`config.mk`:
```
export PLATFORM = sky130hd
export DESIGN_NAME = decoder
export DESIGN_NICKNAME = d
export VERILOG_FILES = /design/src/logic/secv_pkg.sv /design/src/logic/decoder.sv
export SDC_FILE = /design/constraint.sdc
export NUM_CORES = 1
export LEC_CHECK = 0
export BUFFER_PORTS_ARGS = -buffer_cell sky130_fd_sc_hd__buf_2
export CORE_UTILIZATION = 34
export DETAILED_ROUTE_END_ITERATION = 10
export PLACE_DENSITY = 0.9
export SLEW_MARGIN = 25
export SYNTH_ARGS = -nofsm -noshare
export SYNTH_HDL_FRONTEND = slang
export SYNTH_SLANG_ARGS = --single-unit
```
`constraint.sdc`:
```
create_clock -name vclk -period 2.65
set_input_delay 0.53 -clock vclk [all_inputs]
set_output_delay 0.53 -clock vclk [all_outputs]
set_load 0.05 [all_outputs]
```
`src/logic/secv_pkg.sv`:
```
// Width constants, instruction word types, select enums and control/writeback structs
package secv_pkg;

    localparam int XLEN  = 64;
    localparam int NREGS = 32;

    // Basic types
    typedef logic [XLEN-1:0] xlen_t;
    typedef logic [4:0]      regadr_t;
    typedef logic [2:0]      funct3_t;
    typedef logic [6:0]      funct7_t;

    localparam xlen_t RESET_PC = 64'h0000_0000_0000_1000;  // First fetch address

    // RV64I base opcodes used here
    typedef enum logic [6:0] {
        OPCODE_LUI       = 7'b0110111,
        OPCODE_AUIPC     = 7'b0010111,
        OPCODE_JAL       = 7'b1101111,
        OPCODE_JALR      = 7'b1100111,
        OPCODE_BRANCH    = 7'b1100011,
        OPCODE_LOAD      = 7'b0000011,
        OPCODE_STORE     = 7'b0100011,
        OPCODE_OP        = 7'b0110011,
        OPCODE_OP_32     = 7'b0111011,
        OPCODE_OP_IMM    = 7'b0010011,
        OPCODE_OP_IMM_32 = 7'b0011011
    } opcode_t;

    // R-type field layout shared by rd, rs1 and funct3 of the other formats
    typedef struct packed {
        funct7_t    funct7;
        regadr_t    rs2;
        regadr_t    rs1;
        funct3_t    funct3;
        regadr_t    rd;
        logic [6:0] opcode;  // Raw bits that may hold an invalid code
    } r_type_t;

    typedef union packed {
        r_type_t     r_type;
        logic [31:0] raw;    // Flat view for immediate extraction
    } inst_t;

    // Datapath selects
    typedef enum logic [1:0] {
        FUNIT_NONE,
        FUNIT_ALU,
        FUNIT_MEM
    } funit_t;

    typedef enum logic [1:0] {
        SRC1_SEL_0,
        SRC1_SEL_PC,
        SRC1_SEL_RS1
    } src1_sel_t;

    typedef enum logic [1:0] {
        SRC2_SEL_0,
        SRC2_SEL_RS2,
        SRC2_SEL_IMM
    } src2_sel_t;

    typedef enum logic [2:0] {
        IMM_SEL_0,
        IMM_SEL_I,
        IMM_SEL_S,
        IMM_SEL_B,
        IMM_SEL_U,
        IMM_SEL_J
    } imm_sel_t;

    typedef enum logic [1:0] {
        RD_SEL_NONE,
        RD_SEL_IMM,
        RD_SEL_FUNIT,
        RD_SEL_NXTPC
    } rd_sel_t;

    typedef enum logic [1:0] {
        PC_SEL_NXTPC,
        PC_SEL_BRANCH,
        PC_SEL_JUMP
    } pc_sel_t;

    // Decoded control word
    typedef struct packed {
        funit_t    funit;
        src1_sel_t src1_sel;
        src2_sel_t src2_sel;
        imm_sel_t  imm_sel;
        rd_sel_t   rd_sel;
        pc_sel_t   pc_sel;
        funct3_t   funct3;
        funct7_t   funct7;
        logic      word;   // 32-bit op with sign-extended result
        logic      store;  // Memory write instead of read
    } ctrl_t;

    // Register writeback event
    typedef struct packed {
        logic    valid;
        regadr_t rd;
        xlen_t   data;
    } wb_t;

endpackage

```
`src/logic/decoder.sv`:
```
// Instruction decoder for register addresses, control selects and invalid-opcode error
`timescale 1ns/1ns

module decoder import secv_pkg::*; (
    input  inst_t   inst_i,     // Instruction word

    output regadr_t rs1_adr_o,  // Source register 1
    output regadr_t rs2_adr_o,  // Source register 2
    output regadr_t rd_adr_o,   // Destination register
    output ctrl_t   ctrl_o,     // Decoded control
    output logic    err_o       // Invalid opcode
);

    opcode_t opcode;
    funct3_t funct3;
    funct7_t funct7;
    ctrl_t   ctrl;
    logic    err;

    assign opcode = opcode_t'(inst_i.r_type.opcode);
    assign funct3 = inst_i.r_type.funct3;
    assign funct7 = inst_i.r_type.funct7;

    always_comb begin : decode_op
        // Safe defaults make no write and no memory access
        ctrl.funit    = FUNIT_NONE;
        ctrl.src1_sel = SRC1_SEL_0;
        ctrl.src2_sel = SRC2_SEL_0;
        ctrl.imm_sel  = IMM_SEL_0;
        ctrl.rd_sel   = RD_SEL_NONE;
        ctrl.pc_sel   = PC_SEL_NXTPC;
        ctrl.funct3   = funct3;
        ctrl.funct7   = funct7;
        ctrl.word     = 1'b0;
        ctrl.store    = 1'b0;
        err           = 1'b0;

        case (opcode)
            OPCODE_LUI: begin
                ctrl.imm_sel  = IMM_SEL_U;
                ctrl.rd_sel   = RD_SEL_IMM;
            end
            OPCODE_AUIPC: begin
                ctrl.funit    = FUNIT_ALU;
                ctrl.src1_sel = SRC1_SEL_PC;
                ctrl.src2_sel = SRC2_SEL_IMM;
                ctrl.imm_sel  = IMM_SEL_U;
                ctrl.rd_sel   = RD_SEL_FUNIT;
            end
            OPCODE_JAL, OPCODE_JALR: begin
                ctrl.funit    = FUNIT_ALU;
                ctrl.src1_sel = (opcode == OPCODE_JAL) ? SRC1_SEL_PC : SRC1_SEL_RS1;
                ctrl.src2_sel = SRC2_SEL_IMM;
                ctrl.imm_sel  = (opcode == OPCODE_JAL) ? IMM_SEL_J : IMM_SEL_I;
                ctrl.rd_sel   = RD_SEL_NXTPC;  // Link address
                ctrl.pc_sel   = PC_SEL_JUMP;
            end
            OPCODE_BRANCH: begin
                ctrl.funit    = FUNIT_ALU;     // Target = PC + imm
                ctrl.src1_sel = SRC1_SEL_PC;
                ctrl.src2_sel = SRC2_SEL_IMM;
                ctrl.imm_sel  = IMM_SEL_B;
                ctrl.pc_sel   = PC_SEL_BRANCH;
            end
            OPCODE_LOAD, OPCODE_STORE: begin
                ctrl.funit    = FUNIT_MEM;
                ctrl.src1_sel = SRC1_SEL_RS1;
                ctrl.src2_sel = SRC2_SEL_IMM;
                ctrl.store    = (opcode == OPCODE_STORE);
                ctrl.imm_sel  = ctrl.store ? IMM_SEL_S : IMM_SEL_I;
                ctrl.rd_sel   = ctrl.store ? RD_SEL_NONE : RD_SEL_FUNIT;
            end
            OPCODE_OP, OPCODE_OP_32: begin
                ctrl.funit    = FUNIT_ALU;
                ctrl.src1_sel = SRC1_SEL_RS1;
                ctrl.src2_sel = SRC2_SEL_RS2;
                ctrl.rd_sel   = RD_SEL_FUNIT;
                ctrl.word     = (opcode == OPCODE_OP_32);
            end
            OPCODE_OP_IMM, OPCODE_OP_IMM_32: begin
                ctrl.funit    = FUNIT_ALU;
                ctrl.src1_sel = SRC1_SEL_RS1;
                ctrl.src2_sel = SRC2_SEL_IMM;
                ctrl.imm_sel  = IMM_SEL_I;
                ctrl.rd_sel   = RD_SEL_FUNIT;
                ctrl.word     = (opcode == OPCODE_OP_IMM_32);
                // Bit 30 of the ADDI immediate never selects subtract
                if (funct3 == 3'b000) begin
                    ctrl.funct7 = '0;
                end
            end
            default: begin
                err = 1'b1;
            end
        endcase
    end

    assign rs1_adr_o = inst_i.r_type.rs1;
    assign rs2_adr_o = inst_i.r_type.rs2;
    assign rd_adr_o  = inst_i.r_type.rd;
    assign ctrl_o    = ctrl;
    assign err_o     = err;

endmodule

```
# After elaboration in Yosys (flattened, before gate mapping)
# Cells that the tools add are included.
# totals
out_inout_bits	41
ff_bits	0
elab_cells	33
in_bits	32
# classes
eq_ne	11
mux	13
reduce_logical	9
# ops
op	count
$pmux W6 S5	1
$eq A7 B6 Y1 const B	4
$eq A7 B5 Y1 const B	3
$eq A7 B7 Y1 const B	3
$pmux W3 S5	1
$mux W7	2
$reduce_or A2 Y1	6
$reduce_or A11 Y1	1
$pmux W2 S4	1
$eq A7 B2 Y1 const B	1
$mux W2	3
$reduce_or A5 Y1	1
$pmux W2 S2	1
$logic_not A3 Y1	1
$mux W3	1
$mux W1	2
$pmux W1 S2	1

# Logic depth before layout (Yosys ltp)
# depth
word_depth	3
mapped_depth	4
mapped_depth_nobuf	3

# Worst setup path before layout
# OpenSTA, ideal clock, no wires.
# synth_timing
path_type	input to output
from	input inst_i[2] (netlist bit)
to	output ctrl_o[12] (netlist bit)
required_time_ns	2.120
stages	3
arrival_time_ns	2.895
path_buffers	1
path_slack_ns	-0.775
path_cell_list	buf_2 nor4_1 and2_1
# synth_lines
item	line_no	source
start, declared	decoder.sv:5	input inst_t inst_i,
end, declared	decoder.sv:10	output ctrl_t ctrl_o,

# Final worst setup path
# layout_timing
from	input inst_i[4] (netlist bit)
to	output err_o
# layout_between
elab_chain_cells	3
word_cells_on_any_way	13
classes_between	11 x eq/ne; 1 x mux; 1 x reduce/logical
# layout_rtl
item	line_no	source
$eq A7 B7 Y1, or another cell as far along	decoder.sv:38	case (opcode)
$reduce_or A11 Y1 (no source line) (*)	-	
$mux W1 (*)	decoder.sv:38	
end, declared	decoder.sv:11	output logic err_o
# Every way passes the cells marked *; elsewhere a longest branch is shown, timed or not.

==> impl_metrics.yaml <==
final_layout:
  area_growth_pct: 17.57
  fin_cells: 116
  nNetsFinal: 135
  ff_latch_area_sq_um: 0
  clock_buffers: 0
  drive_gt1_share_pct: 45.54
  seq_cells: 0
  n_antenna_cell: 0
  fin_area_sq_um: 594.3
detailed_routing:
  wirelength_um: 1435
  dr.pass1.iters: 4
  antenna_left: 0
  wl_per_cell_um: 12.37
  drc: 0
  vias: 639
  via_per_inst: 5.509
  drt_iter0_drc: 12
critical_path:
  crit_fanout: 15
  path_cells: "buf_2 > and3b_1 > and2_1 > o31ai_1 > buf_2"
  crit_path_frequent_cell: "buf_2"
  startpoint: "inst_i[4]"
  slowest_delay_ns: 0.33
  crit_arrival_ns: 1.80
  cp.buffers_inverters: 2
  critPathSlowestCell: "buf_2"
  path_delay_family: "buffers and inverters"
  required_ns: 2.12
  crit_type: "in -> out"
  endpoint_kind: "output pin"
  worst_setup_path_start_kind: "primary input"
floorplan:
  die_area_sq_mm: 0.001645
  die_h_um: 40.56
  start_util_pct: 37.44
  core_area_sq_mm: 0.001350
  die_w_um: 40.56
  rows: 13
  io_pins: 73
place:
  gp_congestion: 0.9282
  dpl_cell_area_sq_um: 594.3
  hpwl_um: 1186
  dp.cells: 116
  io_buffer_count: 43
timing:
  setup-tns-final_ns: 0
  finalHoldViolCount: 0
  rsz0062_at_grt: "false"
  fin_crit_sh_pct: 87.79
  slew_violations: 0
  tightest_slew_ns: 0.3188
  maxSlewHeadroom_pct: 78.57
  finalSetupViolations: 0
  fin_crit_ns: 2.326
  max_clock_freq_mhz: 429.9
power:
  ir_drop_uv: 82.91
  cellPowerDensity_mw_per_mm2: 191.3
  power_frac_comb_pct: 100.0
  power_uw: 113.7
  intPower_uw: 31.63
  power_frac_seq_pct: 0
  swShare_pct: 72.18
  cellLeakagePower_nw: 0.3072
  pwr-share-clk_pct: 0
  p_sw_uw: 82.07
grt:
  grt_pass1_vias: 500
  grt_util_all_layers_pct: 17.00
  grt_pass1_wl_um: 2021
  antenna_found_initial: 0
  grt_max_degree: 16
  grt_remaining_overflow: 0
synth:
  ys_types: 27
  ys_seq_area_share_pct: 0
  ys_top_cells_by_area: "buf_4 27%, and2_1 12%, a21oi_1 5.0%"
  syn_area_sq_um: 505.5
  synthCells: 81
  yosysWarnings: 0
  yosysTopAreaCell: "buf_4"
  synth.most_common_cell: "buf_4"
  synth_common_cells: "18 x buf_4, 10 x and2_1"
  synth_top_area_share_pct: 26.73
  synth_fp_nets: 113
  syn_avg_cell_area_sq_um: 6.241
cts:
  cts_resized: 0
  cts-hold-fix-buffers: 0
  post-cts-setup-buffers: 0
run:
  maxCapViolCount: 0
status:
  status: "complete, no violations"
hold_path:
  min_from: "inst_i[23]"
  hold_path_class: "in -> out"
logic make-up (layout without fill, tap and decap cells):
logic type / count (synthesis) / in the layout / share of synthesized area, %
simple gates: 42 / 42 / 48.52
buf+inv: 25 / 45 / 34.16
compound gates: 13 / 13 / 15.59
xor+xnor: 1 / 1 / 1.733
per-layer routing:
metal,GRT usage (%),vias to the layer above,routed length (um)
li1,-,304,-
met1,20.51,288,531
met2,31.35,45,717
met3,1.111,2,164
met4,5.000,0,21
met5,0,-,0
layout make-up:
| cell class | instances | area [sq um] |
|---|---|---|
| Inverter | 2 | 7.507 |
| Multi-Input combinational cell | 56 | 352.8 |
| Tap cell | 15 | 18.77 |
| Fill cell | 148 | 755.7 |
| Timing Repair Buffer | 43 | 215.2 |
through the flow:
step,hold slack (ns),setup slack [ns],utilization [%]
floorplan,1.131,0.02148,-
global placement,1.060,0.4280,44.02
detailed placement,1.060,0.3736,44.02
CTS,1.060,0.3773,44.02
global route,1.060,0.2935,44.02
finish,1.060,0.3236,44.02
worst paths after layout:
path,end,slack (ns),cells after the start
hold / removal,rs2_adr_o[3],1.06,0
setup / recovery,err_o,0.32,5
cell usage in the layout (no fill, tap or decap):
| cell type | count |
|---|---|
| buf_2 | 43 |
| and2_1 | 10 |
| nand2_1 | 5 |
| nor2_1 | 5 |
| nor3_1 | 5 |
| a21oi_1 | 5 |
| nand2b_1 | 2 |
| inv_1 | 2 |
| nor3b_1 | 2 |
| o21ai_0 | 2 |
| a31oi_1 | 2 |
| nand3_1 | 2 |
| o31ai_1 | 2 |
| and3_1 | 2 |
| nor4_4 | 1 |
| nor3b_2 | 1 |
| nand4b_1 | 1 |
| and3b_1 | 1 |
| nor2b_1 | 1 |
| o21a_1 | 1 |
| and4bb_2 | 1 |
| nor4_1 | 1 |
| xnor2_1 | 1 |
| a32oi_1 | 1 |
| nand4_1 | 1 |
| or4_1 | 1 |
power groups by stage:
stage	clock network (mW)	registers, mW	logic (mW)
after floorplan	0	0	0.148
after global placement	0	0	0.111
after detailed placement	0	0	0.113
after CTS	0	0	0.113
after global routing	0	0	0.121
final	0	0	0.114
Power figures use the tool's default switching activity.
