==> src/logic/secv_pkg.sv <==
// Width constants, instruction word types, select enums and control/writeback structs
package secv_pkg;

    localparam int XLEN  = 64;
    localparam int NREGS = 32;

    // Basic types
    typedef logic [XLEN-1:0] xlen_t;
    typedef logic [4:0]      regadr_t;
    typedef logic [2:0]      funct3_t;
    typedef logic [6:0]      funct7_t;

    localparam xlen_t RESET_PC = 64'h0000_0000_0000_1000;  // First fetch address

    // RV64I base opcodes used here
    typedef enum logic [6:0] {
        OPCODE_LUI       = 7'b0110111,
        OPCODE_AUIPC     = 7'b0010111,
        OPCODE_JAL       = 7'b1101111,
        OPCODE_JALR      = 7'b1100111,
        OPCODE_BRANCH    = 7'b1100011,
        OPCODE_LOAD      = 7'b0000011,
        OPCODE_STORE     = 7'b0100011,
        OPCODE_OP        = 7'b0110011,
        OPCODE_OP_32     = 7'b0111011,
        OPCODE_OP_IMM    = 7'b0010011,
        OPCODE_OP_IMM_32 = 7'b0011011
    } opcode_t;

    // R-type field layout shared by rd, rs1 and funct3 of the other formats
    typedef struct packed {
        funct7_t    funct7;
        regadr_t    rs2;
        regadr_t    rs1;
        funct3_t    funct3;
        regadr_t    rd;
        logic [6:0] opcode;  // Raw bits that may hold an invalid code
    } r_type_t;

    typedef union packed {
        r_type_t     r_type;
        logic [31:0] raw;    // Flat view for immediate extraction
    } inst_t;

    // Datapath selects
    typedef enum logic [1:0] {
        FUNIT_NONE,
        FUNIT_ALU,
        FUNIT_MEM
    } funit_t;

    typedef enum logic [1:0] {
        SRC1_SEL_0,
        SRC1_SEL_PC,
        SRC1_SEL_RS1
    } src1_sel_t;

    typedef enum logic [1:0] {
        SRC2_SEL_0,
        SRC2_SEL_RS2,
        SRC2_SEL_IMM
    } src2_sel_t;

    typedef enum logic [2:0] {
        IMM_SEL_0,
        IMM_SEL_I,
        IMM_SEL_S,
        IMM_SEL_B,
        IMM_SEL_U,
        IMM_SEL_J
    } imm_sel_t;

    typedef enum logic [1:0] {
        RD_SEL_NONE,
        RD_SEL_IMM,
        RD_SEL_FUNIT,
        RD_SEL_NXTPC
    } rd_sel_t;

    typedef enum logic [1:0] {
        PC_SEL_NXTPC,
        PC_SEL_BRANCH,
        PC_SEL_JUMP
    } pc_sel_t;

    // Decoded control word
    typedef struct packed {
        funit_t    funit;
        src1_sel_t src1_sel;
        src2_sel_t src2_sel;
        imm_sel_t  imm_sel;
        rd_sel_t   rd_sel;
        pc_sel_t   pc_sel;
        funct3_t   funct3;
        funct7_t   funct7;
        logic      word;   // 32-bit op with sign-extended result
        logic      store;  // Memory write instead of read
    } ctrl_t;

    // Register writeback event
    typedef struct packed {
        logic    valid;
        regadr_t rd;
        xlen_t   data;
    } wb_t;

endpackage

==> src/logic/imm_gen.sv <==
// Immediate generator for the I, S, B, U and J instruction formats
`timescale 1ns/1ns

module imm_gen import secv_pkg::*; (
    input  inst_t    inst_i,     // Instruction word
    input  imm_sel_t imm_sel_i,  // Immediate format
    output xlen_t    imm_o       // Sign-extended immediate
);

    logic [31:0] i;
    xlen_t       imm;

    assign i = inst_i.raw;

    always_comb begin : build_imm
        case (imm_sel_i)
            IMM_SEL_I: imm = {{52{i[31]}}, i[31:20]};
            IMM_SEL_S: imm = {{52{i[31]}}, i[31:25], i[11:7]};
            // Branch offset with bit 0 implied zero
            IMM_SEL_B: imm = {{51{i[31]}}, i[31], i[7], i[30:25], i[11:8], 1'b0};
            IMM_SEL_U: imm = {{32{i[31]}}, i[31:12], 12'b0};
            IMM_SEL_J: imm = {{43{i[31]}}, i[31], i[19:12], i[20], i[30:21], 1'b0};
            default:   imm = '0;
        endcase
    end

    assign imm_o = imm;

endmodule

==> config.mk <==
export PLATFORM = sky130hd
export DESIGN_NAME = imm_gen
export DESIGN_NICKNAME = d
export VERILOG_FILES = /design/src/logic/secv_pkg.sv /design/src/logic/imm_gen.sv
export SDC_FILE = /design/constraint.sdc
export NUM_CORES = 1
export LEC_CHECK = 0
export ABC_AREA = 1
export BUFFER_PORTS_ARGS = -buffer_cell sky130_fd_sc_hd__buf_2
export CAP_MARGIN = 0
export CORE_ASPECT_RATIO = 1.25
export CORE_MARGIN = 2
export CORE_UTILIZATION = 34
export DETAILED_ROUTE_END_ITERATION = 8
export PLACE_DENSITY = 0.86
export SLEW_MARGIN = 10
export SYNTH_ARGS = -nofsm -noshare
export SYNTH_HDL_FRONTEND = slang
export SYNTH_SLANG_ARGS = --single-unit
export TNS_END_PERCENT = 5
==> constraint.sdc <==
create_clock -name vclk -period 2.1
set_input_delay 0.105 -clock vclk [all_inputs]
set_output_delay 0.105 -clock vclk [all_outputs]
set_load 0.02 [all_outputs]
# Yosys cells after proc, flatten, opt, wreduce, memory -nomap -nowiden
# Index checks and enable logic that the tools add are counted.
# totals
wordCells	6
regBits	0
output_inout_bits	64
# classes
n_eq_ne	5
muxes	1
# ops
op	count
$pmux 64 s5	1
$eq 3x2->1 const B	2
$eq 3x3->1 const B	2
$eq 3x1->1 const B	1

# Longest topological paths before layout
# Gate-level depths: netlist (run 1).
# depth
ltp_word	2
mapped_depth	7
depth_no_buf	5

# Worst setup path after synthesis (run 1)
# OpenSTA, ideal clock, no wires.
# synth_timing
path_type	in2out
startpoint	in imm_sel_i[1]
endpoint	out imm_o[32]
t_arrival_ns	1.416
setup_slack_ns	0.579
path_buffers	3
cell_stages	5
cell_sequence	buf_6 > o211ai_2 > buf_4 > nand2_1 > buf_4
# synth_between
elab_chain_cells	2
word_cells_on_any_way	6
# synth_lines
item	line	source
start, declared	imm_gen.sv:6	input imm_sel_t imm_sel_i,
$eq 3x3->1 (tied with other cells)	imm_gen.sv:16	case (imm_sel_i)
$pmux 64 s5 *	imm_gen.sv:16	
end, declared	imm_gen.sv:7	output xlen_t imm_o
# Every way passes the cells marked *; elsewhere a longest branch is shown, timed or not.

# Worst setup path in the final report (run 1)
# layout_timing
startpoint	in imm_sel_i[1]
endpoint	out imm_o[46]
# Same word-level chain as after synthesis.

==> flow_summary.yaml, run 1 <==
run_status:
  status: "complete, no violations"
synthesis:
  synth_top_area_share_pct: 39.9
  ys_seq_area_share_pct: 0
  yosysTopAreaCell: "buf_4"
  synth.avg_cell_area_um2: 5.61
  synth_warnings: 0
  synth.area.top_cells: "buf_4, nand3_1, nand2_1"
  synth.most_common_cell: "nand3_1"
  synth_commonest_cells: "nand3_1, buf_4, nand2_1, nor2_1, inv_1"
  synth.net_count: 159
  netlist_area_um2: 696
  synth_cells: 124
  ys_types: 12
timing:
  fmax_mhz: 672
  setup_viol: 0
  drv_slew: 0
  min_period_over_period_pct: 70.9
  hold_viol: 0
  worstMarginPinSlew_ns: 0.636
  fin_crit_ns: 1.49
  fin_tns_setup_ns: 0
  max_slew_margin_pct: 57.5
  rsz0062_at_grt: "no"
route:
  antenna_left: 0
  first_iter_violations: 18
  wl_per_cell_um: 9.38
  wl_met1_um: 693
  wl_um: 1840
  wl_met3_um: 258
  vias_per_cell: 4.75
  highest_layer: "met3"
  drc: 0
  first_pass_iters: 6
  wl_met2_um: 886
  vias: 931
worst_setup_path:
  required_ns: 2.00
  crit_path_start_kind: "input port"
  path_max_fanout: 33
  worstSetupEndpointType: "output port"
  path_class: "input port to output port"
  worstPathArrival_ns: 1.38
layout:
  drive_gt1_share_pct: 55.1
  seq_cells: 0
  clkbuf_count: 0
  seq_area_um2: 0
  diodes: 0
  fin_util_pct: 45.0
  nNetsFinal: 213
  synthToLayoutAreaGrowth_pct: 26.6
power:
  p_leak_nw: 0.663
  ir_worst_vdd_v: 0.000139
  cellPowerDensity_nw_per_um2: 363
grt:
  grt_max_degree: 34
  grt_usage_pct: 13.0
  grt-ovfl-total: 0
  antenna_found_initial: 0
  grt_pass1_vias: 595
  grt_pass1_wl_um: 2520
floorplanning:
  start_util_pct: 35.5
  num_rows: 18
  die-area_um2: 2430
  num_io_pins: 99
  die_w_um: 44.5
  die_h_um: 54.6
  coreArea_um2: 1960
placed_design:
  dp_hpwl_um: 1540
  gp_congestion: 0.730
  io_buffer_count: 92
clock_tree:
  cts_resized: 0
  cts_setup_buffers: 0
  hold_buffers: 0
worst_hold_path:
  hold_class: "input port to output port"
flow_run:
  cap_violations: 0
==> stage by stage <==
| step | instance area (µm²) | hold WS, ns | setup slack [ns] | instances | power [mW] |
|---|---|---|---|---|---|
| floorplan | 696 | 0.329 | 0.579 | 124 | 0.273 |
| global placement | 881 | 0.531 | 0.614 | 196 | 0.319 |
| detailed placement | 881 | 0.531 | 0.581 | 196 | 0.322 |
| CTS | 881 | 0.532 | 0.580 | 196 | 0.323 |
| global route | 881 | 0.551 | 0.439 | 196 | 0.347 |
| finish | 881 | 0.533 | 0.611 | 196 | 0.320 |
==> cell families after synthesis <==
logic type	share of synthesized area (%)
buf+inv	50.2
simple gates	46.6
compound gates	3.24
==> power by group <==
group          internal, mW  switching [mW]  total, mW  leakage [nW]
registers                 0               0          0             0
clock network             0               0          0             0
logic                 0.102           0.218      0.320         0.663
==> path summary, 6_finish.rpt <==
| kind | to | depth (start not counted) | startpoint | slack (ns) |
|---|---|---|---|---|
| hold / removal | imm_o[9] | 4 | inst_i[29] | 0.53 |
| setup / recovery | imm_o[46] | 5 | imm_sel_i[1] | 0.61 |
==> per-layer routing <==
metal,track usage [%],vias to the layer above
met5,0,-
met4,0,0
met3,0.990,0
met2,26.6,68
met1,15.1,383
li1,-,480
==> final cells by class <==
| cell class | count | area [µm²] |
|---|---|---|
| fill | 212 | 1080 |
| multi-input combinational | 73 | 347 |
| timing repair buffer | 94 | 475 |
| inverter | 9 | 33.8 |
| tap | 20 | 25.0 |
==> critical path, cell delays in order <==
cell and delay [ns]:
buf_2 0.15, inv_2 0.24, nand3_1 0.10, nand2_1 0.50, buf_2 0.28
==> cell usage in the layout (no fill, tap or decap) <==
master / instances
buf_2: 92
nor2_1: 8
o21ai_0: 1
nand4_1: 3
buf_4: 2
o21ai_1: 1
inv_2: 2
inv_1: 7
nand3_1: 43
o211ai_2: 1
nand2_1: 16
Power figures use the tool's default switching activity.
==> run 2: changes to the inputs <==
--- a/config.mk
+++ b/config.mk
@@ -10,9 +10,9 @@
 export CAP_MARGIN = 0
 export CORE_ASPECT_RATIO = 1.25
 export CORE_MARGIN = 2
-export CORE_UTILIZATION = 34
+export CORE_UTILIZATION = 29
 export DETAILED_ROUTE_END_ITERATION = 8
-export PLACE_DENSITY = 0.86
+export PLACE_DENSITY = 0.78
 export SLEW_MARGIN = 10
 export SYNTH_ARGS = -nofsm -noshare
 export SYNTH_HDL_FRONTEND = slang
==> constraint.sdc (replaced) <==
create_clock -name vclk -period 1.2
set_input_delay 0.06 -clock vclk [all_inputs]
set_output_delay 0.06 -clock vclk [all_outputs]
set_load 0.02 [all_outputs]
==> run 2 against run 1 <==
Against the previous run:
- utilization fell by 2.9 points
- routed wire length increased by 9.8%
- final cell count up 8.2%
- worst hold slack worse by 0.090 ns
- via count rose by 4.7%
- design area up 6.7%
- sequential cell count unchanged
- critical path type unchanged
- largest power group unchanged
- highest routed layer is now met4
==> flow_summary.yaml, run 2 (synthesis results as in run 1) <==
run_status:
  status: "complete, no violations"
floorplanning:
  num_rows: 19
  die-area_um2: 2810
  die_h_um: 58.8
  die_w_um: 47.8
  coreArea_um2: 2230
  start_util_pct: 31.1
  num_io_pins: 99
worst_setup_path:
  worstPathArrival_ns: 0.98
  worstSetupEndpointType: "output port"
  required_ns: 1.14
  path_class: "input port to output port"
  path_max_fanout: 19
  crit_path_start_kind: "input port"
timing:
  worstMarginPinSlew_ns: 0.218
  rsz0062_at_grt: "no"
  hold_viol: 0
  fin_tns_setup_ns: 0
  min_period_over_period_pct: 87.0
  fmax_mhz: 958
  setup_viol: 0
  fin_crit_ns: 1.04
  drv_slew: 0
  layout_setup_ws_ns: 0.156
  max_slew_margin_pct: 85.4
layout:
  nNetsFinal: 218
  synthToLayoutAreaGrowth_pct: 35.1
  final_common_cell: "buf_2"
  instances_no_fill: 212
  seq_cells: 0
  diodes: 0
  final_cell_mix: "buf_2, nand3_1, nand2_1"
  drive_gt1_share_pct: 56.9
  nFillCells: 280
  seq_area_um2: 0
  clkbuf_count: 0
  multi_input_area_um2: 354
power:
  swShare_pct: 67.1
  p_leak_nw: 0.688
  ir_worst_vdd_v: 0.000242
  internal_power_mw: 0.191
  p_sw_mw: 0.388
  clkPwrFrac_pct: 0
  p_seq_share_pct: 0
  cellPowerDensity_nw_per_um2: 616
  combPwrFrac_pct: 100.0
grt:
  grt_usage_pct: 13.9
  grt_max_degree: 34
  grt-ovfl-total: 0
  grt_pass1_wl_um: 3090
  grt_pass1_vias: 776
  antenna_found_initial: 0
placed_design:
  gp_congestion: 0.751
  dp_slack_ns: 0.0919
  dpl.cell_count: 212
  dp_hpwl_um: 1720
  io_buffer_count: 92
route:
  wl_um: 2020
  drc: 0
  vias_per_cell: 4.60
  wl_per_cell_um: 9.53
  antenna_left: 0
  first_iter_violations: 17
  first_pass_iters: 4
  vias: 975
clock_tree:
  cts_setup_buffers: 0
  cts_resized: 0
  hold_buffers: 0
worst_hold_path:
  hold_class: "input port to output port"
  hold_path_depth: 4
flow_run:
  cap_violations: 0
## run 2: cell types whose count changed in the layout (fill, tap and decap cells not counted), sizes merged
| cell | previous run | this run |
|---|---|---|
| buf | 94 | 99 |
## run 2: through the flow
stage	area, µm²	hold slack [ns]	total power [mW]	utilization, %
after floorplan	698	0.239	0.478	-
after global placement	935	0.439	0.575	41.8
after detailed placement	935	0.441	0.581	41.8
after CTS	935	0.443	0.582	41.8
after global routing	940	0.467	0.633	42.0
final	940	0.442	0.579	42.0
## run 2: power groups by stage
| stage | registers [mW] | logic (mW) | clock network [mW] |
|---|---|---|---|
| 6_report | 0 | 0.579 | 0 |
| 5_1_grt | 0 | 0.633 | 0 |
| 4_1_cts | 0 | 0.582 | 0 |
| 3_5_place_dp | 0 | 0.581 | 0 |
| 3_3_place_gp | 0 | 0.575 | 0 |
| 2_1_floorplan | 0 | 0.478 | 0 |
## run 2: layer usage
metal  track usage, %  share of wire [%]  up-vias  wire length [µm]
met1             16.5                 41      408               831
met4             1.54               0.69        0                14
li1                 -                  -      491                 -
met3             1.23                 12        2               238
met5                0                  0        -                 0
met2             26.3                 46       74               936
## run 2: final cells by class
class / count / area share [%]
repair buffers: 99 / 54.6
multi-input cells: 73 / 37.7
well taps: 31 / 4.13
inverters: 9 / 3.60
## run 2: path summary, 6_finish.rpt
path / startpoint / to
max: imm_sel_i[0] / imm_o[20]
min: inst_i[28] / imm_o[8]
## run 2: worst max-delay path: stages
cell and delay, ns:
buf_2 0.15, o211ai_2 0.24, buf_4 0.26, nand3_1 0.10, buf_2 0.17
